`src/memctrl_pkg.sv`:
```
// Shared widths, defaults and command types for the cache directory and data
// RAM controller. Referenced by scoped name from every RTL file.
package memctrl_pkg;

    // Payload widths
    localparam int TAG_WIDTH  = 8;
    localparam int WORD_WIDTH = 32;

    // Upper bounds used to size the command structs
    localparam int MAX_WAYS            = 8;
    localparam int MAX_SET_WIDTH       = 8;
    localparam int MAX_DATA_ADDR_WIDTH = 12;

    // Defaults for the top-level geometry
    localparam int DEF_NUM_WAYS = 4;
    localparam int DEF_NUM_SETS = 16;
    localparam int DEF_CL_WORDS = 4;

    typedef logic [TAG_WIDTH-1:0]  tag_t;
    typedef logic [WORD_WIDTH-1:0] data_word_t;

    // One directory entry per set and way
    typedef struct packed {
        logic valid;
        tag_t tag;
    } dir_entry_t;

    // Directory RAM command, only the low NUM_WAYS bits of cs/we are used
    typedef struct packed {
        logic [MAX_WAYS-1:0]      cs;
        logic [MAX_WAYS-1:0]      we;
        logic [MAX_SET_WIDTH-1:0] set;
        dir_entry_t               wentry;
    } dir_cmd_t;

    // Data RAM command, a read goes to every way
    typedef struct packed {
        logic                           rd;
        logic [MAX_WAYS-1:0]            we;
        logic [MAX_DATA_ADDR_WIDTH-1:0] addr;
        data_word_t                     wdata;
    } data_cmd_t;

endpackage

```
`src/dir_ctrl.sv`:
```
// Directory command generator. Clears every set after reset, then arbitrates
// lookups, victim reads and refill writes onto the directory RAMs.
`timescale 1ns/1ns

module dir_ctrl #(
    parameter int   NUM_WAYS = memctrl_pkg::DEF_NUM_WAYS,
    parameter int   NUM_SETS = memctrl_pkg::DEF_NUM_SETS,
    localparam int  SET_W    = $clog2(NUM_SETS)
) (
    input  logic                  clk_i,
    input  logic                  rst_ni,

    input  logic                  dir_match_i,
    input  logic [SET_W-1:0]      dir_match_set_i,

    input  logic                  dir_refill_sel_victim_i,
    input  logic                  dir_refill_i,
    input  logic [SET_W-1:0]      dir_refill_set_i,
    input  memctrl_pkg::tag_t     dir_refill_tag_i,

    input  logic [NUM_WAYS-1:0]   victim_way_i,

    output logic                  ready_o,
    output memctrl_pkg::dir_cmd_t dir_cmd_o
);

    logic             init_done_q;
    logic [SET_W-1:0] init_set_q;

    // One set per cycle until the last one is cleared
    always_ff @(posedge clk_i or negedge rst_ni) begin
        if (!rst_ni) begin
            init_done_q <= 1'b0;
            init_set_q  <= '0;
        end else if (!init_done_q) begin
            init_set_q <= init_set_q + 1'b1;
            if (init_set_q == SET_W'(NUM_SETS - 1)) begin
                init_done_q <= 1'b1;
            end
        end
    end

    assign ready_o = init_done_q;

    // Fixed priority: init, lookup, victim read, refill write
    always_comb begin
        dir_cmd_o = '0;

        if (!init_done_q) begin
            dir_cmd_o.cs[NUM_WAYS-1:0]  = '1;
            dir_cmd_o.we[NUM_WAYS-1:0]  = '1;
            dir_cmd_o.set[SET_W-1:0]    = init_set_q;
        end else if (dir_match_i) begin
            dir_cmd_o.cs[NUM_WAYS-1:0]  = '1;
            dir_cmd_o.set[SET_W-1:0]    = dir_match_set_i;
        end else if (dir_refill_sel_victim_i) begin
            dir_cmd_o.cs[NUM_WAYS-1:0]  = '1;
            dir_cmd_o.set[SET_W-1:0]    = dir_refill_set_i;
        end else if (dir_refill_i) begin
            // Only the victim way is touched
            dir_cmd_o.cs[NUM_WAYS-1:0]  = victim_way_i;
            dir_cmd_o.we[NUM_WAYS-1:0]  = victim_way_i;
            dir_cmd_o.set[SET_W-1:0]    = dir_refill_set_i;
            dir_cmd_o.wentry.valid      = 1'b1;
            dir_cmd_o.wentry.tag        = dir_refill_tag_i;
        end
    end

endmodule

```
`config.mk`:
```
export PLATFORM = sky130hd
export DESIGN_NAME = dir_ctrl
export DESIGN_NICKNAME = d
export VERILOG_FILES = /design/src/memctrl_pkg.sv /design/src/dir_ctrl.sv
export SDC_FILE = /design/constraint.sdc
export NUM_CORES = 1
export LEC_CHECK = 0
export BUFFER_PORTS_ARGS = -buffer_cell sky130_fd_sc_hd__buf_2
export CORE_MARGIN = 2
export CORE_UTILIZATION = 35
export DETAILED_ROUTE_END_ITERATION = 12
export GPL_TIMING_DRIVEN = 0
export PLACE_DENSITY_LB_ADDON = 0.2
export SETUP_SLACK_MARGIN = 0.02
export SLEW_MARGIN = 40
export SYNTH_ARGS = -nofsm -noshare
export SYNTH_HDL_FRONTEND = slang
export SYNTH_SLANG_ARGS = --single-unit
```
`constraint.sdc`:
```
create_clock -name clk_i -period 2.9 [get_ports clk_i]
set_input_delay 0.58 -clock clk_i [delete_from_list [all_inputs] [get_ports clk_i]]
set_output_delay 0.58 -clock clk_i [all_outputs]
set_load 0.02 [all_outputs]
```
==> results_dict.tcl <==
set metrics [dict create \
    timing.final.crit_share 0.718 \
    synth_seq_area_share 0.240 \
    drive_gt1_frac 0.520 \
    synth_top_area_cell "dfrtp_1" \
    core-area_um2 1350 \
    grt_pass1_wl_um 1800 \
    swShare 0.320 \
    drv_cap 0 \
    dp.cells 138 \
    layout_commonest_cell "buf_2" \
    hpwl_um 1160 \
    finalSetupViolCount 0 \
    slowest_delay_ns 0.29 \
    cts_resized 0 \
    crit_chain "buf_2, nand2b_2, nor3b_4, and2_1, buf_2" \
    hold_violations 0 \
    grt_max_degree 11 \
    hold_class "input pin to async pin" \
    endpoint_kind "output port" \
    synth_area_leaders "dfrtp_1 (24%), buf_4 (17%), nand2_1 (12%), and2_1 (11%), a221o_1 (7.7%)" \
    first_pass_iters 4 \
    cpMostUsedCell "buf_2" \
    first_iter_violations 7 \
    yosysUniqueCellTypes 18 \
    clockBufferDepth 2 \
    antenna_cells 0 \
    syn_inst 66 \
    p_sw_mw 0.0761 \
    synth_top_area_frac 0.240 \
    comb_power_share 0.383 \
    status "finished, final reports clean" \
    ys.flop_type "dfrtp_1" \
    cp.required_ns 2.32 \
    crit_type "input pin to output port" \
    cpMaxStageDelayCell "nor3b_4" \
    htreeDepth 1 \
    wl_um 1260 \
    fmax_ghz 0.480 \
    overflow 0 \
    cts-buffers-inserted 3 \
    avgViaCountPerCell 4.31 \
    critPathMaxFanout 9 \
    cts_root_buf "clkbuf_4" \
    cts_sinks 5 \
    avgSynthCellArea_um2 7.91 \
    p_leak_nw 0.515 \
    finClkSkew_ns 0.00240 \
    yosys_warnings 0 \
    post_drt_wl_per_cell_um 8.85 \
    initial_core_util 0.386 \
    power.sequential.fraction 0.295 \
    dpl-instance-area_um2 812 \
    p_int_mw 0.162 \
    die_w_um 42.6 \
    cts_tree "built" \
    tns_ns 0 \
    hold_buffers 0 \
    arrival_ns 1.50 \
    ir_worst_vdd_mv 0.256 \
    clk_latency_ns 0.23 \
    startpoint_type "input pin" \
    grt_pass1_vias 455 \
    num_io_pins 59 \
    stdcell_count 142 \
    die_area_um2 1820 \
    place_congestion 0.654 \
    antenna_found_initial 0 \
    vias 612 \
    final.min_clock_period_ns 2.08 \
    power.density_nw_per_um2 284 \
    io_buffers 46 \
    drc 0 \
    clkTransAtPathRegs_ns 0.04 \
    mostFrequentLayoutCells "buf_2 (47), nand2_1 (16), buf_4 (12), conb_1 (12), and2_1 (9)" \
    postCtsSetupBuffers 0 \
    report.final.slew_viol_count 0 \
    row_count 13 \
    p_clk_frac 0.322 \
    dp_slack_ns 0.787 \
    rsz0062_at_grt "false" \
    nNetsFinal 154 \
    final_cell_area_um2 838 \
    final_antenna_net_count 0 \
    grt_use_total 0.125 \
    die_height_um 42.6 \
    yosys_register_bits 5 \
    synth_edf_count 0 \
    setup_slack_ns 0.817 \
    async_flop_share 1.00 \
    area_delta_synth_final_pct 60.7 \
    syn_area_um2 522 \
]
## layout make-up
class	count	area (um^2)
buffer	13	95.1
clock buffer	4	26.3
fill	134	512
multi-input combinational	59	343
sequential	5	125
tap	15	18.8
timing repair buffer	46	230
## synth_stat cells (3+ instances only)
master,count
a221o_1,4
and2_1,9
buf_4,12
dfrtp_1,5
nand2_1,16
nor2_1,3
nor2b_1,4
xnor2_1,3
## logic make-up after synthesis
| group | after synthesis | share of synthesized area |
|---|---|---|
| compound gates | 5 | 0.0935 |
| xor+xnor | 3 | 0.0504 |
| fa+ha+maj | 1 | 0.0240 |
| buf+inv | 13 | 0.182 |
| flops | 5 | 0.240 |
| mux | 1 | 0.0216 |
| other cells | 1 | 0.00719 |
| simple gates | 37 | 0.381 |
## flip-flops by register name (all words and copies together), names as in the netlist
register	count
init_set_q	4
ready_o	1
## worst paths after layout
kind                               start            end  slack, ns  cells past startpoint
setup / recovery             dir_match_i   dir_cmd_o[0]       0.82                      5
hold / removal                    rst_ni  init_set_q[2]       0.15                      1
setup reg to reg                 ready_o  init_set_q[1]       1.76                      2
hold reg to reg            init_set_q[0]  init_set_q[0]       0.50                      1
max in group asynchronous         rst_ni  init_set_q[0]       2.62                      1
min in group clk_i         init_set_q[0]  init_set_q[0]       0.50                      1
## power groups by stage
| stage | Combinational, mW | Sequential [mW] | Clock [mW] |
|---|---|---|---|
| final | 0.0912 | 0.0701 | 0.0766 |
| after floorplan | 0.0597 | 0.0711 | 0 |
| after detailed placement | 0.0914 | 0.0710 | 0 |
| after CTS | 0.0915 | 0.0700 | 0.0795 |
| after global placement | 0.0910 | 0.0710 | 0 |
| after global routing | 0.0985 | 0.0699 | 0.0851 |
## per-layer routing
metal / vias up / track usage / wire (um)
li1: 315 / - / -
met1: 261 / 0.115 / 417
met2: 36 / 0.243 / 674
met3: 0 / 0.0517 / 165
met4: 0 / 0.0375 / 0
met5: - / 0 / 0
## critical path: cells and delay by family
family	cells	cell delay [ns]
buf+inv	2	0.27
simple gates	3	0.66
## metrics by stage
| step | hold slack (ns) | util | power [mW] |
|---|---|---|---|
| final | 0.150 | 0.621 | 0.238 |
| after global routing | 0.144 | 0.621 | 0.254 |
| after CTS | 0.147 | 0.621 | 0.241 |
| after detailed placement | 0.399 | 0.601 | 0.162 |
| after global placement | 0.399 | 0.601 | 0.162 |
| after floorplan | 0.284 | - | 0.131 |
Note: power is estimated with default switching activity, not from simulation.
