### src/memctrl_pkg.sv
// Shared widths, defaults and command types for the cache directory and data
// RAM controller. Referenced by scoped name from every RTL file.
package memctrl_pkg;

    // Payload widths
    localparam int TAG_WIDTH  = 8;
    localparam int WORD_WIDTH = 32;

    // Upper bounds used to size the command structs
    localparam int MAX_WAYS            = 8;
    localparam int MAX_SET_WIDTH       = 8;
    localparam int MAX_DATA_ADDR_WIDTH = 12;

    // Defaults for the top-level geometry
    localparam int DEF_NUM_WAYS = 4;
    localparam int DEF_NUM_SETS = 16;
    localparam int DEF_CL_WORDS = 4;

    typedef logic [TAG_WIDTH-1:0]  tag_t;
    typedef logic [WORD_WIDTH-1:0] data_word_t;

    // One directory entry per set and way
    typedef struct packed {
        logic valid;
        tag_t tag;
    } dir_entry_t;

    // Directory RAM command, only the low NUM_WAYS bits of cs/we are used
    typedef struct packed {
        logic [MAX_WAYS-1:0]      cs;
        logic [MAX_WAYS-1:0]      we;
        logic [MAX_SET_WIDTH-1:0] set;
        dir_entry_t               wentry;
    } dir_cmd_t;

    // Data RAM command, a read goes to every way
    typedef struct packed {
        logic                           rd;
        logic [MAX_WAYS-1:0]            we;
        logic [MAX_DATA_ADDR_WIDTH-1:0] addr;
        data_word_t                     wdata;
    } data_cmd_t;

endpackage

### src/victim_sel.sv
// Replacement way choice: lowest invalid way of the set read from the
// directory, else a global round-robin pointer.
`timescale 1ns/1ns

module victim_sel #(
    parameter int  NUM_WAYS = memctrl_pkg::DEF_NUM_WAYS,
    localparam int PTR_W    = $clog2(NUM_WAYS)
) (
    input  logic                                   clk_i,
    input  logic                                   rst_ni,
    input  logic                                   dir_refill_i,
    input  memctrl_pkg::dir_entry_t [NUM_WAYS-1:0] dir_rentry_i,
    output logic [NUM_WAYS-1:0]                    victim_way_o
);

    logic [PTR_W-1:0]    rr_q;
    logic [NUM_WAYS-1:0] valid_vec;
    logic [NUM_WAYS-1:0] first_invalid;
    logic [NUM_WAYS-1:0] rr_onehot;
    logic                all_valid;

    always_comb begin
        first_invalid = '0;
        for (int w = NUM_WAYS - 1; w >= 0; w--) begin
            valid_vec[w] = dir_rentry_i[w].valid;
            if (!dir_rentry_i[w].valid) begin
                first_invalid    = '0;
                first_invalid[w] = 1'b1;
            end
        end
    end

    for (genvar g = 0; g < NUM_WAYS; g++) begin : gen_rr_dec
        assign rr_onehot[g] = (rr_q == PTR_W'(g));
    end

    assign all_valid    = &valid_vec;
    assign victim_way_o = all_valid ? rr_onehot : first_invalid;

    // Pointer only moves when a full set consumed it
    always_ff @(posedge clk_i or negedge rst_ni) begin
        if (!rst_ni) begin
            rr_q <= '0;
        end else if (dir_refill_i && all_valid) begin
            rr_q <= (rr_q == PTR_W'(NUM_WAYS - 1)) ? '0 : rr_q + 1'b1;
        end
    end

endmodule

### config.mk
export PLATFORM = sky130hd
export DESIGN_NAME = victim_sel
export DESIGN_NICKNAME = d
export VERILOG_FILES = /design/src/memctrl_pkg.sv /design/src/victim_sel.sv
export SDC_FILE = /design/constraint.sdc
export NUM_CORES = 1
export LEC_CHECK = 0
export BUFFER_PORTS_ARGS = -buffer_cell sky130_fd_sc_hd__buf_2
export CORE_AREA = 3 3 40 42
export DETAILED_ROUTE_END_ITERATION = 16
export DIE_AREA = 0 0 43 45
export PLACE_DENSITY_LB_ADDON = 0.12
export SLEW_MARGIN = 20
export SYNTH_ARGS = -nofsm -noshare
export SYNTH_HDL_FRONTEND = slang
export SYNTH_SLANG_ARGS = --single-unit
export TNS_END_PERCENT = 5
### constraint.sdc
create_clock -name clk_i -period 1.65 [get_ports clk_i]
set_input_delay 0.33 -clock clk_i [delete_from_list [all_inputs] [get_ports clk_i]]
set_output_delay 0.33 -clock clk_i [all_outputs]
set_load 0.01 [all_outputs]
==> qor.log <==
INFO  critical_path  worstPathMaxFanout=5
INFO  synth          yosysWarningCount=0
INFO  cells_and_area registers_with_the_most_flip_flops=rr_q x2
INFO  route          remaining_drc_errors=0
INFO  synth          syn_inst=23
INFO  critical_path  crit_path_end_kind=output port
INFO  cts            tritoncts_clock_tree=yes
INFO  timing         final-hold-violation-count=0
INFO  timing         max_freq=0.645GHz
INFO  global_route   grt_pass1_wl=759um
INFO  cells_and_area area_growth_syn_to_layout=51.2%
INFO  power          p_sw=0.128mW
INFO  cells_and_area number_of_antenna_cells_inserted=0
INFO  timing         max_slew.worst_pin.slew=121ps
INFO  timing         final.setup.tns=0ps
INFO  synth          synth_enable_flop_cells=0
INFO  synth          synthDistinctLibCells=13
INFO  critical_path  worst-endpoint-required=1320ps
INFO  global_route   first_global_vias=203
INFO  cts            cts-buffers-inserted=3
INFO  timing         layout_worst_path_cycle_share=94.0%
INFO  timing         finClkSkew=2.14ps
INFO  synth          synth_simple_gate_area_share=19.9%
INFO  floorplan      ioPinCount=43
INFO  route          vias_per_cell=3.83
INFO  route          total_via_count_in_the_routed_design=199
INFO  synth          netlist.area_leader.share=24.1%
INFO  route          postRouteWirelength=471um
INFO  synth          netlist_area=208um2
INFO  floorplan      initial_utilization=16.2%
INFO  route          wl_per_cell=9.06um
INFO  timing         timing.final.max_slew_violations=0
INFO  cells_and_area largest_register_ffs=2
INFO  critical_path  path_class=reg2out
INFO  timing         timing.final.crit_period=1550ps
INFO  synth          syn_avg_cell_area=9.03um2
INFO  synth          synth.area.mux_share=10.8%
INFO  cells_and_area post_route_cells_drive_above_1_share=48.6%
INFO  place          gp_congestion=0.742
INFO  cells_and_area nFillCells=147
INFO  power          power_density=1120nW/um2
INFO  power          p_leak=0.162nW
INFO  place          placement.cell_area=277um2
INFO  floorplan      design.die.area=1940um2
INFO  floorplan      core_area=1280um2
INFO  cts            clkTransAtPathRegs=30ps
INFO  synth          ys_seq_elements=2
INFO  timing         slew_headroom=91.8%
INFO  cells_and_area layout.cell_area.non_filler=314um2
INFO  global_route   grt_antenna_before_repair=0
INFO  timing         setup_viol=0
INFO  cts            root_buffer=sky130_fd_sc_hd__clkbuf_4
INFO  route          drt_first_iter_violations=1
INFO  synth          yosys_most_used_dff=sky130_fd_sc_hd__dfrtp_1
INFO  power          cellInternalPower=0.224mW
INFO  cts            tritoncts_num_sinks=2
INFO  power          power_frac_seq=30.4%
INFO  cells_and_area layout.area.seq=51.3um2
INFO  global_route   grt_use_total=5.08%
INFO  power          p_clk_share=29.4%
INFO  synth          synthArstFlopShare=100%
INFO  synth          netlist.top_cell.by_area=sky130_fd_sc_hd__dfrtp_1
INFO  cells_and_area nNetsFinal=82
INFO  route          drt.antenna.violating_nets=0
INFO  hold_path      worst_hold_path_type=in2async
INFO  route          detail_route.first_pass.iterations=2
INFO  global_route   grt_max_degree=6
INFO  cells_and_area regMostFlops=rr_q
INFO  outcome        run_status=finished, final reports clean
INFO  power          power.share.switching=36.4%
INFO  synth          top_cells_by_count_synth=sky130_fd_sc_hd__ha_1 (4), sky130_fd_sc_hd__inv_1 (4), sky130_fd_sc_hd__nand2_1 (3), sky130_fd_sc_hd__dfrtp_1 (2), sky130_fd_sc_hd__mux2_1 (2)
INFO  synth          synth-compound-area-share=13.9%
INFO  synth          synth_top_family_by_area=adder cells
INFO  synth          synth-adder-area-share=24.1%
INFO  job            maxCapViolations=0
INFO  floorplan      fp-row-count=13
INFO  cells_and_area fin_cells=52
INFO  place          placed_cells=48
INFO  cts            worst_skew_pair.late_latency=220ps
INFO  power          power.combinational.fraction=40.2%
INFO  critical_path  worst_setup_path_start_kind=flop
INFO  place          place.port_buffers=10
INFO  floorplan      fp.dieH=45um
INFO  cells_and_area multi_input_comb_area=146um2
INFO  synth          synth_sequential_area_ratio=24.1%
INFO  cts            max-clock-path-buffers=2
INFO  synth          synth-xor-area-share=0%
INFO  global_route   overflow=0
INFO  critical_path  wp_data_arrival=1220ps
INFO  synth          netlist_top_cells_area=sky130_fd_sc_hd__dfrtp_1 (24%), sky130_fd_sc_hd__ha_1 (24%), sky130_fd_sc_hd__mux2_1 (11%), sky130_fd_sc_hd__inv_1 (7.2%), sky130_fd_sc_hd__nand2_1 (5.4%)
INFO  power          vdd_drop_max=0.548mV
INFO  synth          syn_nets=66
INFO  cts            h_tree_levels=1
INFO  floorplan      floorplan.die.width=43um
-- final cells by class --
cell class | instances | share of cell area, %
inverter | 4 | 4.78
sequential | 2 | 16.3
tap | 15 | 5.98
clock buffer | 3 | 7.17
multi-input combinational | 17 | 46.6
timing repair buffer | 11 | 19.1
-- power groups by stage --
stage,Clock [mW],Sequential (mW),Combinational (mW)
final,0.103,0.107,0.141
after global routing,0.115,0.114,0.171
after CTS,0.109,0.104,0.144
after detailed placement,0,0.105,0.142
after global placement,0,0.104,0.134
after floorplan,0,0.0969,0.0911
-- cell usage in the layout (no fill, tap or decap) --
| cell | Yosys | final |
|---|---|---|
| sky130_fd_sc_hd__nand3_2 | 1 | 1 |
| sky130_fd_sc_hd__nor2_1 | 1 | 1 |
| sky130_fd_sc_hd__buf_2 | 0 | 10 |
| sky130_fd_sc_hd__mux2_1 | 2 | 2 |
| sky130_fd_sc_hd__dfrtp_1 | 2 | 1 |
| sky130_fd_sc_hd__nand2_1 | 3 | 3 |
| sky130_fd_sc_hd__ha_1 | 4 | 4 |
| sky130_fd_sc_hd__nor2_4 | 1 | 1 |
| sky130_fd_sc_hd__a21oi_2 | 0 | 1 |
| sky130_fd_sc_hd__dlygate4sd3_1 | 0 | 1 |
| sky130_fd_sc_hd__a21boi_1 | 1 | 1 |
| sky130_fd_sc_hd__o2111a_1 | 1 | 1 |
| sky130_fd_sc_hd__clkbuf_4 | 0 | 3 |
| sky130_fd_sc_hd__dfrtp_2 | 0 | 1 |
| sky130_fd_sc_hd__nand3_1 | 1 | 1 |
| sky130_fd_sc_hd__inv_1 | 4 | 3 |
| sky130_fd_sc_hd__inv_2 | 0 | 1 |
| sky130_fd_sc_hd__o21ai_0 | 1 | 1 |
-- metrics by stage --
step | utilization, % | total power, mW | setup WS [ps] | hold slack [ps]
floorplan | - | 0.188 | 398 | 34.4
global placement | 21.5 | 0.237 | 315 | 114
detailed placement | 21.5 | 0.247 | 318 | 116
CTS | 24.1 | 0.358 | 81.4 | 416
global route | 24.4 | 0.400 | -6.65 | 429
finish | 24.4 | 0.352 | 98.6 | 428
-- final timing paths --
kind,start,to,slack (ps),cells after the start
min reg2reg,rr_q[1],rr_q[1],560,1
max reg2reg,rr_q[0],rr_q[1],510,3
max in group asynchronous,rst_ni,rr_q[0],1120,2
max,rr_q[0],victim_way_o[3],100,3
min in group clk_i,dir_refill_i,rr_q[0],530,4
min,rst_ni,rr_q[0],430,2
-- critical path, stage by stage, from the launching register on --
cell	delay, ps
sky130_fd_sc_hd__dfrtp_2	420
sky130_fd_sc_hd__ha_1	220
sky130_fd_sc_hd__o2111a_1	220
sky130_fd_sc_hd__buf_2	130
-- timing repair --
item,in CTS,in global routing
resized for setup,0,3
endpoints found under the hold margin,2,0
endpoints found under the setup margin,0,1
hold buffers,1,0
buffers inserted,0,0
-- layer usage --
| metal | vias to the layer above | GRT usage, % | wire length [um] |
|---|---|---|---|
| li1 | 106 | - | - |
| met1 | 90 | 5.54 | 183 |
| met2 | 3 | 9.58 | 283 |
| met3 | 0 | 1.20 | 4 |
| met4 | 0 | 1.81 | 0 |
| met5 | - | 0 | 0 |
-- kinds of logic (layout without fill, tap and decap cells) --
family,after synthesis,in the layout
buffers and inverters,4,18
muxes,2,2
adders and majority gates,4,4
AOI/OAI and AO/OA,4,4
DFF,2,2
and+or+nand+nor,7,7
No activity file was read; power rests on OpenSTA's default activity.
