File: config.mk
export PLATFORM = sky130hd
export DESIGN_NAME = data_ctrl
export DESIGN_NICKNAME = d
export VERILOG_FILES = /design/src/memctrl_pkg.sv /design/src/data_ctrl.sv
export SDC_FILE = /design/constraint.sdc
export NUM_CORES = 1
export LEC_CHECK = 0
export ABC_AREA = 1
export BUFFER_PORTS_ARGS = -buffer_cell sky130_fd_sc_hd__buf_2
export CAP_MARGIN = 20
export CORE_AREA = 2 2 58 60
export DETAILED_ROUTE_END_ITERATION = 16
export DIE_AREA = 0 0 60 62
export PLACE_DENSITY_LB_ADDON = 0.3
export SYNTH_ARGS = -nofsm -noshare
export SYNTH_HDL_FRONTEND = slang
export SYNTH_SLANG_ARGS = --single-unit
File: constraint.sdc
create_clock -name vclk -period 0.8
set_input_delay 0.04 -clock vclk [all_inputs]
set_output_delay 0.04 -clock vclk [all_outputs]
set_load 0.005 [all_outputs]
File: src/memctrl_pkg.sv
// Shared widths, defaults and command types for the cache directory and data
// RAM controller. Referenced by scoped name from every RTL file.
package memctrl_pkg;

    // Payload widths
    localparam int TAG_WIDTH  = 8;
    localparam int WORD_WIDTH = 32;

    // Upper bounds used to size the command structs
    localparam int MAX_WAYS            = 8;
    localparam int MAX_SET_WIDTH       = 8;
    localparam int MAX_DATA_ADDR_WIDTH = 12;

    // Defaults for the top-level geometry
    localparam int DEF_NUM_WAYS = 4;
    localparam int DEF_NUM_SETS = 16;
    localparam int DEF_CL_WORDS = 4;

    typedef logic [TAG_WIDTH-1:0]  tag_t;
    typedef logic [WORD_WIDTH-1:0] data_word_t;

    // One directory entry per set and way
    typedef struct packed {
        logic valid;
        tag_t tag;
    } dir_entry_t;

    // Directory RAM command, only the low NUM_WAYS bits of cs/we are used
    typedef struct packed {
        logic [MAX_WAYS-1:0]      cs;
        logic [MAX_WAYS-1:0]      we;
        logic [MAX_SET_WIDTH-1:0] set;
        dir_entry_t               wentry;
    } dir_cmd_t;

    // Data RAM command, a read goes to every way
    typedef struct packed {
        logic                           rd;
        logic [MAX_WAYS-1:0]            we;
        logic [MAX_DATA_ADDR_WIDTH-1:0] addr;
        data_word_t                     wdata;
    } data_cmd_t;

endpackage

File: src/data_ctrl.sv
// Data RAM command generator. Maps (set, word) to a RAM address and picks
// the way to write from the refill way or the last lookup hit.
`timescale 1ns/1ns

module data_ctrl #(
    parameter int  NUM_WAYS = memctrl_pkg::DEF_NUM_WAYS,
    parameter int  NUM_SETS = memctrl_pkg::DEF_NUM_SETS,
    parameter int  CL_WORDS = memctrl_pkg::DEF_CL_WORDS,
    localparam int SET_W    = $clog2(NUM_SETS),
    localparam int WIDX_W   = $clog2(CL_WORDS),
    localparam int ADDR_W   = $clog2(NUM_SETS * CL_WORDS)
) (
    input  logic                   data_req_read_i,
    input  logic [SET_W-1:0]       data_req_read_set_i,
    input  logic [WIDX_W-1:0]      data_req_read_word_i,

    input  logic                   data_req_write_i,
    input  logic                   data_req_write_enable_i,
    input  logic [SET_W-1:0]       data_req_write_set_i,
    input  logic [WIDX_W-1:0]      data_req_write_word_i,
    input  memctrl_pkg::data_word_t data_req_write_data_i,

    input  logic                   data_refill_i,
    input  logic [NUM_WAYS-1:0]    data_refill_way_i,
    input  logic [SET_W-1:0]       data_refill_set_i,
    input  logic [WIDX_W-1:0]      data_refill_word_i,
    input  memctrl_pkg::data_word_t data_refill_data_i,

    input  logic [NUM_WAYS-1:0]    hit_way_i,
    output memctrl_pkg::data_cmd_t data_cmd_o
);

    // Word offset inside the line stored at set * CL_WORDS
    function automatic logic [ADDR_W-1:0] line_addr(input logic [SET_W-1:0]  set,
                                                    input logic [WIDX_W-1:0] word);
        int unsigned idx;
        idx = int'(set) * CL_WORDS + int'(word);
        return idx[ADDR_W-1:0];
    endfunction

    always_comb begin
        data_cmd_o = '0;

        if (data_refill_i) begin
            data_cmd_o.we[NUM_WAYS-1:0] = data_refill_way_i;
            data_cmd_o.addr[ADDR_W-1:0] = line_addr(data_refill_set_i, data_refill_word_i);
            data_cmd_o.wdata            = data_refill_data_i;
        end else if (data_req_write_i) begin
            // Disabled writes still select the address but write nothing
            data_cmd_o.we[NUM_WAYS-1:0] = data_req_write_enable_i ? hit_way_i : '0;
            data_cmd_o.addr[ADDR_W-1:0] = line_addr(data_req_write_set_i, data_req_write_word_i);
            data_cmd_o.wdata            = data_req_write_data_i;
        end else if (data_req_read_i) begin
            data_cmd_o.rd               = 1'b1;
            data_cmd_o.addr[ADDR_W-1:0] = line_addr(data_req_read_set_i, data_req_read_word_i);
        end
    end

endmodule

==> impl_metrics.csv, run 1 <==
group,metric,value,unit
floorplan,initial_core_util,26.4,%
route,routed_wl,3.28,mm
worst_setup_path,cp.required,760,ps
placed_design,dp_cells,348,
pwr,switchingPower,0.371,mW
synth,synth_xor_area_share,0,%
synth,yosys_warnings,0,
synth,postSynthCellCount,174,
route,wl_per_cell,9.31,um
grt,antenna_found_initial,0,
route,dr_total_vias,1492,
synth,synthMuxAreaShare,0,%
route,drc_errors,0,
grt,grt.overflow.total,0,
placed_design,hpwl,2.51,mm
layout,seq_cell_count,0,
placed_design,portBuffers,137,
pwr,clkPwrFrac,0,%
worst_setup_path,worstSetupPathType,"in -> out",
layout,num_antenna_cells,0,
layout,ff_latch_area,0,sq um
sta,min_period,753,ps
sta,fmax,1.33,GHz
layout,drive_above_1_share,51.0,%
route,dr.pass1.iters,4,
pwr,vdd_drop_max,185,uV
pwr,swShare,46.8,%
layout,fillers,354,
synth,syn_area,840,sq um
floorplan,die_w,60,um
placed_design,placed_area,1520,sq um
layout,final_util,50.1,%
floorplan,ios,147,
sta,finalSetupViolCount,0,
pwr,power_frac_seq,0,%
synth,synthAdderAreaFrac,0,%
flow_run,maxCapViolCount,0,
worst_setup_path,slowest_stage,"buf_4",
status,status,"finished clean",
pwr,leakage,1.10,nW
layout,area_delta_synth_final,89.7,%
placed_design,place.gp.congestion,0.736,
grt,grt_pass1_wl,4.37,mm
sta,rsz0062_at_grt,"no",
worst_setup_path,crit_path_end_kind,"output port",
layout,design_area,1590,sq um
layout,stdcell_count,352,
pwr,comb_power_share,100.0,%
floorplan,row_count,21,
grt,grt_pass1_vias,1085,
route,viasPerCell,4.24,
grt,grt_max_degree,27,
route,drtIter0Drc,42,
floorplan,core-area,3180,sq um
sta,hold_viol,0,
floorplan,die_y,62,um
synth,yosysSeqAreaShare,0,%
sta,period_share,94.2,%
sta,slew_viol_final,0,
layout,clock_buffers,0,
pwr,powerDensity,499,nW/um^2
synth,synth_top_family_by_area,"simple AND/OR/NAND/NOR gates",
floorplan,dieArea,3720,sq um
grt,track_usage,14.3,%
route,ant_nets,0,
worst_setup_path,path_max_fanout,16,
synth,synth_compound_area_share,4.17,%
worst_setup_path,crit_path_start_kind,"primary input",
layout,final_nets,402,
worst_setup_path,worstPathArrival,710,ps
worst_hold_path,hold_path.class,"in -> out",
worst_setup_path,cp_common_cell,"buf_4",
synth,syn_avg_cell_area,4.83,sq um
worst_setup_path,worstPathCellList,"buf_4, buf_12, buf_4, nand3_1, nand2_1, buf_2",
synth,synthSimpleGateAreaFrac,69.7,%
worst_setup_path,cp_num_buf_inv,4,
worst_setup_path,max_stage_delay,150,ps
pwr,p_int,0.423,mW
synth,synth.distinct_cells,14,
worst_setup_path,cp_top_family,"buffers and inverters",
area by class of cell:
type / count / area [sq um] / area share, %
Inverter: 8 / 42.5 / 2.67
Multi-Input combinational cell: 151 / 668 / 41.9
Tap cell: 46 / 57.6 / 3.61
Timing Repair Buffer: 145 / 810 / 50.8
Timing Repair inverter: 2 / 15.0 / 0.943
path summary, 6_finish.rpt:
kind | start | end | slack [ps] | cells past startpoint
min | data_refill_data_i[19] | data_cmd_o[19] | 340 | 4
max | data_req_write_i | data_cmd_o[6] | 50 | 6
metal layers:
metal | GRT usage [%] | part of all wire, %
met1 | 18.7 | 40
met2 | 26.7 | 50
met3 | 1.86 | 9.4
met4 | 0 | 0
met5 | 0 | 0
cell usage after synthesis:
master   instances  share of area [%]
buf_4           14                 13
nand3_2          1                1.2
inv_8            1                1.3
o21ai_2          4                4.2
nor2_2           1               0.75
buf_2            7                4.2
nor3_1           1               0.60
nand3_1         43                 26
buf_6            2                2.7
conb_1           1               0.45
nand2_1         90                 40
buf_8            1                1.8
nand2_4          1                1.3
inv_1            7                3.1
power groups by stage:
| stage | clock network [mW] | registers, mW | logic [mW] |
|---|---|---|---|
| final | 0 | 0 | 0.794 |
| after global placement | 0 | 0 | 0.752 |
| after CTS | 0 | 0 | 0.768 |
| after global routing | 0 | 0 | 0.909 |
| after detailed placement | 0 | 0 | 0.756 |
| after floorplan | 0 | 0 | 0.387 |
placed cells by master (no fill, tap or decap):
cell type and instances:
buf_2 135, nand2_1 90, nand3_1 43, conb_1 10, inv_1 7, buf_4 5
o21ai_2 4, buf_12 3, clkinv_8 1, nand3_2 1, nor2_4 1, nand2_4 1
nor3_2 1, inv_4 1, inv_6 1, clkbuf_16 1, buf_6 1
cell families after synthesis:
kind of cell    Yosys count
simple gates            137
buf+inv                  32
compound gates            4
other cells               1
repair_timing:
item	in CTS	in global routing
hold buffers	0	0
setup endpoints to repair	5	21
hold endpoints to repair	0	0
setup buffers	0	1
gates resized for setup	1	6
gates cloned	1	2
per-stage QoR:
step | worst slack [ps] | hold WS, ps | total power, mW | setup TNS (ps)
2_1_floorplan | 223 | 176 | 0.387 | 0
3_3_place_gp | -7.90 | 340 | 0.752 | -12.3
3_5_place_dp | -20.6 | 339 | 0.756 | -72.4
4_1_cts | 2.55 | 339 | 0.768 | 0
5_1_grt | 8.69 | 360 | 0.909 | 0
6_report | 46.7 | 338 | 0.794 | 0
(Power assumes the default switching activity.)
==> run 2: changes to the inputs <==
==> constraint.sdc (replaced) <==
create_clock -name vclk -period 0.8
set_input_delay 0.04 -clock vclk [all_inputs]
set_output_delay 0.04 -clock vclk [all_outputs]
set_load 0.02 [all_outputs]
==> impl_metrics.csv, run 2 (same netlist as run 1, synthesis figures left out) <==
group,metric,value,unit
route,ant_nets,0,
worst_setup_path,max_stage_delay,160,ps
sta,min_period,760,ps
pwr,vdd_drop_max,325,uV
layout,clock_buffers,0,
worst_setup_path,cp.required,760,ps
pwr,powerDensity,638,nW/um^2
sta,slew_viol_final,0,
placed_design,place.gp.congestion,0.782,
route,wl_per_cell,9.75,um
route,drtIter0Drc,26,
layout,drive_above_1_share,52.2,%
worst_hold_path,hold_path.class,"in -> out",
floorplan,die_w,60,um
grt,grt.overflow.total,0,
worst_setup_path,cp-endpoint,"data_cmd_o[34]",
grt,use_met2,33.9,%
grt,antenna_found_initial,0,
floorplan,initial_core_util,26.4,%
grt,met1_usage,16.7,%
route,drc_errors,0,
floorplan,core-area,3180,sq um
layout,final_nets,410,
clock_network,hold_buffers,0,
sta,fmax,1.32,GHz
layout,fillers,353,
worst_setup_path,worstSetupPathType,"in -> out",
layout,seq_cell_count,0,
grt,grt-busiest-layer,"met2",
worst_setup_path,path_max_fanout,8,
pwr,totalPowerFinal,1.08,mW
grt,grt_pass1_wl,4.71,mm
grt,grt_pass1_vias,1177,
layout,final_util,53.4,%
route,routed_wl,3.51,mm
worst_setup_path,crit_path_end_kind,"output port",
floorplan,dieArea,3720,sq um
worst_setup_path,worstPathCellList,"buf_8, clkinv_8, buf_4, nand3_1, nand2_1, buf_4",
floorplan,row_count,21,
route,viasPerCell,4.32,
placed_design,portBuffers,137,
route,dr.pass1.iters,4,
floorplan,die_y,62,um
grt,grt_max_degree,22,
worst_setup_path,slowest_stage,"buf_4",
sta,finalSetupViolCount,0,
layout,area_delta_synth_final,102,%
sta,hold_viol,0,
pwr,leakage,1.15,nW
layout,ff_latch_area,0,sq um
placed_design,hpwl,2.71,mm
layout,num_antenna_cells,0,
grt,met3_usage,1.66,%
status,status,"finished clean",
worst_setup_path,critPathLaunch,"data_refill_i",
worst_setup_path,cp_num_buf_inv,4,
worst_setup_path,crit_path_start_kind,"primary input",
sta,period_share,95.0,%
layout,final_common_cell,"buf_2",
worst_setup_path,cp_top_family,"buffers and inverters",
flow_run,maxCapViolCount,0,
grt,track_usage,15.6,%
worst_setup_path,crit_cells,6,
worst_setup_path,worstPathArrival,720,ps
route,dr_total_vias,1556,
worst_setup_path,cp_common_cell,"buf_4",
layout,final_cell_mix,"buf_2, nand2_1, nand3_1",
floorplan,ios,147,
-- run 2: cell types whose count changed in the layout (fill, tap and decap cells not counted), sizes merged --
| cell | delta |
|---|---|
| buf | +7 |
| clkbuf | +1 |
-- run 2: final cells by class --
class / instances / area, sq um / share of cell area [%]
inverter: 8 / 42.5 / 2.50
multi-input combinational: 151 / 668 / 39.3
tap: 46 / 57.6 / 3.39
timing repair buffer: 153 / 913 / 53.8
timing repair inverter: 2 / 17.5 / 1.03
-- run 2: worst min path at each step --
stage                                 startpoint  depth (start not counted)              to
final                     data_refill_data_i[21]                          4  data_cmd_o[21]
after global routing       data_refill_data_i[6]                          4   data_cmd_o[6]
after CTS                 data_refill_data_i[20]                          4  data_cmd_o[20]
after detailed placement  data_refill_data_i[20]                          4  data_cmd_o[20]
after global placement    data_refill_data_i[22]                          4  data_cmd_o[22]
after floorplan                  data_req_read_i                          2  data_cmd_o[52]
-- run 2: metal layers --
| layer | vias up | share of wire [%] |
|---|---|---|
| li1 | 809 | - |
| met1 | 667 | 38 |
| met2 | 80 | 53 |
| met3 | 0 | 9.5 |
| met4 | 0 | 0 |
| met5 | - | 0 |
-- run 2: stage by stage --
stage / cell area [sq um] / cells / setup TNS [ps] / setup WS, ps / hold WS [ps]
floorplan: 878 / 183 / 0 / 92.8 / 226
global placement: 1570 / 356 / -199 / -37.3 / 389
detailed placement: 1570 / 356 / -550 / -43.2 / 392
CTS: 1600 / 357 / -0.954 / -0.954 / 393
global route: 1700 / 360 / -5.61 / -3.41 / 409
finish: 1700 / 360 / 0 / 40.2 / 391
-- run 2: tightest hold or removal path, cell delays in order --
cell and delay [ps]:
buf_2 70, nand2_1 40, nand2_1 50, buf_2 150
-- run 2: repair_timing --
item | in CTS | in global routing
endpoints found under the hold margin | 0 | 0
resized for setup | 5 | 14
buffers inserted | 0 | 0
cloned | 1 | 3
endpoints found under the setup margin | 34 | 32
-- run 2: report_power, final --
group	switching, mW	leakage [nW]	internal, mW	total (mW)
combinational	0.607	1.15	0.477	1.08
clock	0	0	0	0
sequential	0	0	0	0
total	0.607	1.15	0.477	1.08
