**config.mk**
```make
export PLATFORM = sky130hd
export DESIGN_NAME = tag_match
export DESIGN_NICKNAME = d
export VERILOG_FILES = /design/src/memctrl_pkg.sv /design/src/tag_match.sv
export SDC_FILE = /design/constraint.sdc
export NUM_CORES = 1
export LEC_CHECK = 0
export ABC_AREA = 1
export BUFFER_PORTS_ARGS = -buffer_cell sky130_fd_sc_hd__buf_2
export CAP_MARGIN = 15
export CORE_ASPECT_RATIO = 1.1
export CORE_MARGIN = 10
export CORE_UTILIZATION = 42
export CTS_BUF_LIST = sky130_fd_sc_hd__clkbuf_16
export CTS_CLUSTER_SIZE = 16
export DETAILED_ROUTE_END_ITERATION = 7
export HOLD_SLACK_MARGIN = 0.03
export PLACE_DENSITY = 0.95
export SLEW_MARGIN = 15
export SYNTH_ARGS = -nofsm -noshare
export SYNTH_HDL_FRONTEND = slang
export SYNTH_SLANG_ARGS = --single-unit
```
**constraint.sdc**
```tcl
create_clock -name clk_i -period 2.99 [get_ports clk_i]
set_input_delay 0.1495 -clock clk_i [delete_from_list [all_inputs] [get_ports clk_i]]
set_output_delay 0.1495 -clock clk_i [all_outputs]
set_load 0.02 [all_outputs]
```
**src/memctrl_pkg.sv**
```systemverilog
// Shared widths, defaults and command types for the cache directory and data
// RAM controller. Referenced by scoped name from every RTL file.
package memctrl_pkg;

    // Payload widths
    localparam int TAG_WIDTH  = 8;
    localparam int WORD_WIDTH = 32;

    // Upper bounds used to size the command structs
    localparam int MAX_WAYS            = 8;
    localparam int MAX_SET_WIDTH       = 8;
    localparam int MAX_DATA_ADDR_WIDTH = 12;

    // Defaults for the top-level geometry
    localparam int DEF_NUM_WAYS = 4;
    localparam int DEF_NUM_SETS = 16;
    localparam int DEF_CL_WORDS = 4;

    typedef logic [TAG_WIDTH-1:0]  tag_t;
    typedef logic [WORD_WIDTH-1:0] data_word_t;

    // One directory entry per set and way
    typedef struct packed {
        logic valid;
        tag_t tag;
    } dir_entry_t;

    // Directory RAM command, only the low NUM_WAYS bits of cs/we are used
    typedef struct packed {
        logic [MAX_WAYS-1:0]      cs;
        logic [MAX_WAYS-1:0]      we;
        logic [MAX_SET_WIDTH-1:0] set;
        dir_entry_t               wentry;
    } dir_cmd_t;

    // Data RAM command, a read goes to every way
    typedef struct packed {
        logic                           rd;
        logic [MAX_WAYS-1:0]            we;
        logic [MAX_DATA_ADDR_WIDTH-1:0] addr;
        data_word_t                     wdata;
    } data_cmd_t;

endpackage

```
**src/tag_match.sv**
```systemverilog
// Lookup tag comparison. Produces the one-hot hit way one cycle after a
// lookup, keeps it for later request writes, and selects the read word.
`timescale 1ns/1ns

module tag_match #(
    parameter int NUM_WAYS = memctrl_pkg::DEF_NUM_WAYS
) (
    input  logic                                   clk_i,
    input  logic                                   rst_ni,
    input  logic                                   dir_match_i,
    input  memctrl_pkg::tag_t                      dir_match_tag_i,
    input  memctrl_pkg::dir_entry_t [NUM_WAYS-1:0] dir_rentry_i,
    input  memctrl_pkg::data_word_t [NUM_WAYS-1:0] data_rword_i,
    output logic [NUM_WAYS-1:0]                    hit_way_o,
    output memctrl_pkg::data_word_t                read_data_o
);

    memctrl_pkg::tag_t   tag_q;
    logic                match_q;
    logic [NUM_WAYS-1:0] hit_live;
    logic [NUM_WAYS-1:0] hit_q;

    // Tag lines up with the directory read one cycle later
    always_ff @(posedge clk_i) begin
        if (dir_match_i) begin
            tag_q <= dir_match_tag_i;
        end
    end

    always_comb begin
        for (int w = 0; w < NUM_WAYS; w++) begin
            hit_live[w] = dir_rentry_i[w].valid && (dir_rentry_i[w].tag == tag_q);
        end
    end

    // Last hit is kept since a victim read moves the directory read port
    always_ff @(posedge clk_i or negedge rst_ni) begin
        if (!rst_ni) begin
            match_q <= 1'b0;
            hit_q   <= '0;
        end else begin
            match_q <= dir_match_i;
            if (match_q) begin
                hit_q <= hit_live;
            end
        end
    end

    assign hit_way_o = match_q ? hit_live : hit_q;

    // One-hot mux, zero on a miss
    always_comb begin
        read_data_o = '0;
        for (int w = 0; w < NUM_WAYS; w++) begin
            if (hit_way_o[w]) begin
                read_data_o = read_data_o | data_rword_i[w];
            end
        end
    end

endmodule

```
==> results.json, run 1 <==
{
  "drv_slew": 0,
  "rsz0062_at_grt": "no",
  "drc_errors": 0,
  "final_nets": 835,
  "die_w_um": 92.6,
  "syn_area_mm2": 0.00244,
  "synth_cells": 458,
  "cts_tree": "built",
  "drt_iter0_drc": 92,
  "r2r_setup_slack_ns": 1.40,
  "synth_top_cell_area_share_pct": 35.1,
  "hold_start": "dir_match_tag_i[5]",
  "cts_setup_buffers": 0,
  "synth_top_area_cell": "nand2_1",
  "timing.rr.end": "hit_q[3]",
  "grt_usage_pct": 18.9,
  "hold_ws_ns": 0.0784,
  "fin_crit_ns": 2.30,
  "start_util_pct": 42.8,
  "hold_end": "tag_q[5]",
  "yosysSeqAreaShare_pct": 15.0,
  "die_h_um": 99.9,
  "crit_arrival_ns": 2.15,
  "reg2reg_from": "tag_q[4]",
  "clock_skew_ns": 0.00534,
  "ys_top_cells_by_area": "nand2_1 35%, nand2_2 18%, inv_1 12%",
  "syn2layout_area_growth_pct": 43.4,
  "firstDrtPassIters": 4,
  "dieArea_mm2": 0.00925,
  "synth_fp_nets": 633,
  "htree_levels": 1,
  "ys_ff_latch": 13,
  "grt.overflow.total": 0,
  "clock.fmax_ghz": 0.434,
  "coreArea_mm2": 0.00570,
  "synth_area_per_cell_um2": 5.32,
  "fin_area_mm2": 0.00349,
  "r2r.worst_path.cells": 5,
  "async_reset_ff_share_pct": 38.5,
  "antenna_found_initial": 0,
  "max-cap-violations": 0,
  "cts_buffer_depth": 2,
  "critPathKind": "register to output pin",
  "io_buffers": 210,
  "grt_first_pass_wirelength_um": 14700,
  "peakVddDrop_mv": 0.158,
  "io_pins": 211,
  "placed_cell_area_mm2": 0.00340,
  "clk_latency_ns": 0.24,
  "synth.most_common_cell": "nand2_1",
  "worst_slew_pin_slew_ns": 0.633,
  "hold_viol_final": 0,
  "grt_max_degree": 35,
  "clkTransAtPathRegs_ns": 0.05,
  "place.gp.congestion": 0.829,
  "wl_per_cell_um": 13.1,
  "insertedDiodeCount": 0,
  "grt_pass1_vias": 3326,
  "outcome": "finished clean",
  "drive_gt1_share_pct": 45.7,
  "hold_path.class": "input port to register",
  "cts_buffers": 3,
  "postCtsResizedCells": 0,
  "synth_cell_type_count": 22,
  "start_kind": "register",
  "hold_depth": 1,
  "finalCritPeriodShare_pct": 77.0,
  "ant_nets": 0,
  "root_buffer": "clkbuf_16",
  "slew_headroom_pct": 57.7,
  "placementRows": 29,
  "cp-end-kind": "output pin",
  "synthTopCellsByCount": "228 x nand2_1, 79 x inv_1, 69 x nand2_2, 13 x nor2_1, 11 x inv_2",
  "dpl.hpwl_um": 8220,
  "p_total_mw": 0.705,
  "ys_warn_count": 0,
  "crit_fanout": 34,
  "setup_violations": 0,
  "holdBufCountCts": 1,
  "critPathRequiredTime_ns": 2.84,
  "power.leakage_nw": 2.33,
  "finalSetupTns_ns": 0,
  "power.density_mw_per_mm2": 202,
  "synthFlopType": "edfxtp_1",
  "routed-via-count": 3224,
  "synth_edf_count": 8,
  "wirelength_um": 9610,
  "cts_sinks": 13,
  "viasPerCell": 4.38
}
==> kinds of logic (layout without fill, tap and decap cells) <==
logic type	after synthesis	count (layout)	synth area share (%)
DFF	13	13	15.0
AOI/OAI and AO/OA	4	4	1.13
buffers and inverters	108	309	21.9
and+or+nand+nor	325	325	59.1
xor gates and xnor gates	8	8	2.88
==> sequential cells by signal, indices dropped and copies added (netlist names) <==
signal / cells
hit_q: 4
match_q: 1
tag_q: 8
==> final cells by class <==
cell class,count,area (um2)
fillers,503,2200
multi-input cells,337,1540
repair buffers,211,1060
flip-flops and latches,13,365
inverters,94,355
well taps,77,96.3
clock buffers,3,75.1
clock inverters,1,3.75
==> worst max-delay path by stage <==
stage | end | slack [ns] | depth (start not counted) | startpoint
2_1_floorplan | read_data_o[22] | 1.42 | 11 | tag_q[4]
3_3_place_gp | read_data_o[25] | 0.97 | 11 | tag_q[1]
3_5_place_dp | read_data_o[25] | 0.92 | 11 | tag_q[1]
4_1_cts | read_data_o[25] | 0.65 | 10 | tag_q[4]
5_1_grt | read_data_o[26] | 0.46 | 11 | tag_q[1]
6_report | read_data_o[1] | 0.69 | 10 | tag_q[4]
==> metrics by stage <==
step / setup slack, ns / util, % / instances
6_report: 0.688 / 61.3 / 736
5_1_grt: 0.464 / 61.3 / 736
4_1_cts: 0.652 / 61.3 / 736
3_5_place_dp: 0.917 / 59.8 / 731
3_3_place_gp: 0.972 / 59.8 / 731
2_1_floorplan: 1.42 / - / 458
==> worst max-delay path, stage by stage (launching register included) <==
cell      delay [ns]
edfxtp_1        0.48
xnor2_1         0.21
nand2_1         0.08
nor2_1          0.11
nand2_1         0.07
nand2_2         0.47
nand2_1         0.11
nand2_1         0.10
inv_1           0.05
nand2_1         0.06
buf_2           0.16
==> placed cells by master (no fill, tap or decap), drive strengths merged <==
cell type	count
clkinv	3
nand3	5
xnor2	8
clkbuf	3
nor2	17
edfxtp	8
a21boi	3
dlygate4sd3	1
buf	210
nand4	1
or2	2
inv	92
nand2	300
dfrtp	5
a21oi	1
==> report_power, final <==
part	leakage, nW	internal (mW)	switching [mW]
logic	2.14	0.122	0.115
clock network	0.0423	0.177	0.0759
registers	0.146	0.203	0.0124
total	2.33	0.502	0.203
==> metal layers <==
layer  vias up  global-route usage, %  wire, um
met5         -                      0         0
li1       1690                      -         -
met2       140                   36.9      5060
met4         0                   5.58       207
met3        16                   7.24       838
met1      1378                   17.8      3510
No activity file was read; power rests on OpenSTA's default activity.
==> inputs of run 2 (changes only) <==
--- a/config.mk
+++ b/config.mk
@@ -10,12 +10,12 @@
 export CAP_MARGIN = 15
 export CORE_ASPECT_RATIO = 1.1
 export CORE_MARGIN = 10
-export CORE_UTILIZATION = 42
+export CORE_UTILIZATION = 39
 export CTS_BUF_LIST = sky130_fd_sc_hd__clkbuf_16
 export CTS_CLUSTER_SIZE = 16
 export DETAILED_ROUTE_END_ITERATION = 7
 export HOLD_SLACK_MARGIN = 0.03
-export PLACE_DENSITY = 0.95
+export PLACE_DENSITY = 0.93
 export SLEW_MARGIN = 15
 export SYNTH_ARGS = -nofsm -noshare
 export SYNTH_HDL_FRONTEND = slang
==> constraint.sdc (replaced) <==
create_clock -name clk_i -period 2.2 [get_ports clk_i]
set_input_delay 0.11 -clock clk_i [delete_from_list [all_inputs] [get_ports clk_i]]
set_output_delay 0.11 -clock clk_i [all_outputs]
set_load 0.02 [all_outputs]
==> run 2 against run 1 <==
Effect of this change:
- clock power up 40%
- final area is 5.6% higher
- wire length rose by 4.6%
- global-route usage decreased by 0.73 points
- sequential cell count unchanged
- clock skew is essentially flat
- via count up 2.6%
==> results.json, run 2 (synthesis results as in run 1) <==
{
  "fin_crit_ns": 2.06,
  "cts_sinks": 13,
  "reg2reg_from": "tag_q[3]",
  "cts_buffers": 3,
  "outcome": "finished clean",
  "drt_iter0_drc": 124,
  "root_buffer": "clkbuf_16",
  "cp-end-kind": "output pin",
  "final_common_cell": "nand2_1",
  "hold_viol_final": 0,
  "io_buffers": 210,
  "place.gp.congestion": 0.929,
  "clk_latency_ns": 0.25,
  "grt_busiest_layer": "met2",
  "grt.overflow.total": 0,
  "r2r_setup_slack_ns": 0.81,
  "power.density_mw_per_mm2": 264,
  "p_total_mw": 0.973,
  "fillers": 541,
  "largest_registers": "tag_q (8), hit_q (4), match_q (1)",
  "crit_end": "read_data_o[25]",
  "dieArea_mm2": 0.00981,
  "die_w_um": 95.4,
  "slew_headroom_pct": 84.4,
  "crit_fanout": 34,
  "ant_nets": 0,
  "power.leakage_nw": 2.43,
  "clkTransAtPathRegs_ns": 0.05,
  "clock.fmax_ghz": 0.486,
  "io_pins": 211,
  "grtUsageMet1_pct": 17.6,
  "max-cap-violations": 0,
  "largest_reg_flops": 8,
  "worst_slew_pin_slew_ns": 0.234,
  "firstDrtPassIters": 4,
  "use_met3_pct": 6.85,
  "grt_pass1_vias": 3340,
  "timing.rr.end": "hit_q[2]",
  "wirelength_um": 10100,
  "setup.worst_path.start": "tag_q[1]",
  "placementRows": 30,
  "cts_buffer_depth": 2,
  "rsz0062_at_grt": "no",
  "cts_tree": "built",
  "start_kind": "register",
  "final_nets": 848,
  "grt_first_pass_wirelength_um": 14500,
  "grt_usage_pct": 18.2,
  "finalSetupTns_ns": 0,
  "clock_skew_ns": 0.00555,
  "drive_gt1_share_pct": 46.9,
  "critPathKind": "register to output pin",
  "routed-via-count": 3307,
  "htree_levels": 1,
  "die_h_um": 103,
  "wl_per_cell_um": 13.4,
  "hold_path.class": "input port to register",
  "antenna_found_initial": 0,
  "dpl.hpwl_um": 8340,
  "finalCritPeriodShare_pct": 93.6,
  "peakVddDrop_mv": 0.276,
  "fin_area_mm2": 0.00369,
  "r2r.worst_path.cells": 9,
  "drv_slew": 0,
  "grt_max_degree": 35,
  "insertedDiodeCount": 0,
  "hold_ws_ns": 0.0356,
  "placed_cell_area_mm2": 0.00347,
  "top_register": "tag_q",
  "start_util_pct": 39.8,
  "critPathRequiredTime_ns": 2.09,
  "viasPerCell": 4.40,
  "coreArea_mm2": 0.00612,
  "crit_arrival_ns": 1.95,
  "syn2layout_area_growth_pct": 51.5,
  "setup_violations": 0,
  "met2_usage_pct": 34.1,
  "drc_errors": 0,
  "final_cell_mix": "227 x nand2_1, 210 x buf_2, 80 x inv_1"
}
==> run 2: power breakdown <==
| group | total (mW) | internal (mW) | switching [mW] |
|---|---|---|---|
| Combinational | 0.327 | 0.170 | 0.156 |
| Clock | 0.353 | 0.241 | 0.112 |
| Sequential | 0.293 | 0.276 | 0.0168 |
| Total | 0.973 | 0.687 | 0.285 |
==> run 2: worst min path at each step <==
| stage | startpoint | to | slack [ns] | depth (start not counted) |
|---|---|---|---|---|
| detailed placement | rst_ni | match_q | -0.07 | 1 |
| floorplan | rst_ni | hit_q[0] | -0.19 | 0 |
| CTS | dir_match_tag_i[5] | tag_q[5] | 0.03 | 1 |
| global placement | rst_ni | hit_q[1] | -0.08 | 1 |
| global route | dir_match_tag_i[5] | tag_q[5] | 0.03 | 1 |
| finish | dir_match_tag_i[5] | tag_q[5] | 0.04 | 1 |
==> run 2: area by class of cell <==
cell class / instances / area, um2 / share of cell area [%]
multi-input cells: 337 / 1560 / 42.2
repair buffers: 224 / 1230 / 33.4
flip-flops and latches: 13 / 365 / 9.90
inverters: 94 / 355 / 9.63
well taps: 80 / 100 / 2.71
clock buffers: 3 / 75.1 / 2.03
clock inverters: 1 / 3.75 / 0.102
==> run 2: per-stage QoR <==
stage          util [%]  setup slack [ns]  cells
2_1_floorplan         -             0.674    458
3_3_place_gp       56.7             0.413    739
3_5_place_dp       56.7             0.332    739
4_1_cts            58.2            0.0600    744
5_1_grt            60.3            0.0107    752
6_report           60.3             0.140    752
==> run 2: metal layers <==
layer,share of wire [%],wire length [um]
met2,53,5290
met1,35,3520
met3,10,1010
met4,2.3,233
met5,0,0
==> run 2: repair_timing <==
item                                    CTS  global route
buffers inserted                          0             6
endpoints found under the setup margin    0            32
endpoints found under the hold margin     5             0
gates resized for setup                   0             6
hold buffers                              1             0
==> run 2: worst max-delay path, stage by stage (launching register included) <==
cell and delay (ns):
edfxtp_1 0.44, buf_4 0.16, nand2_1 0.06, nand2_1 0.05, nor2_1 0.10, nand2_1 0.05
nor2_1 0.10, nand2_2 0.10, nand2_8 0.19, nand2_1 0.09, nand2_1 0.07, inv_1 0.05
nand2_1 0.05, buf_2 0.16
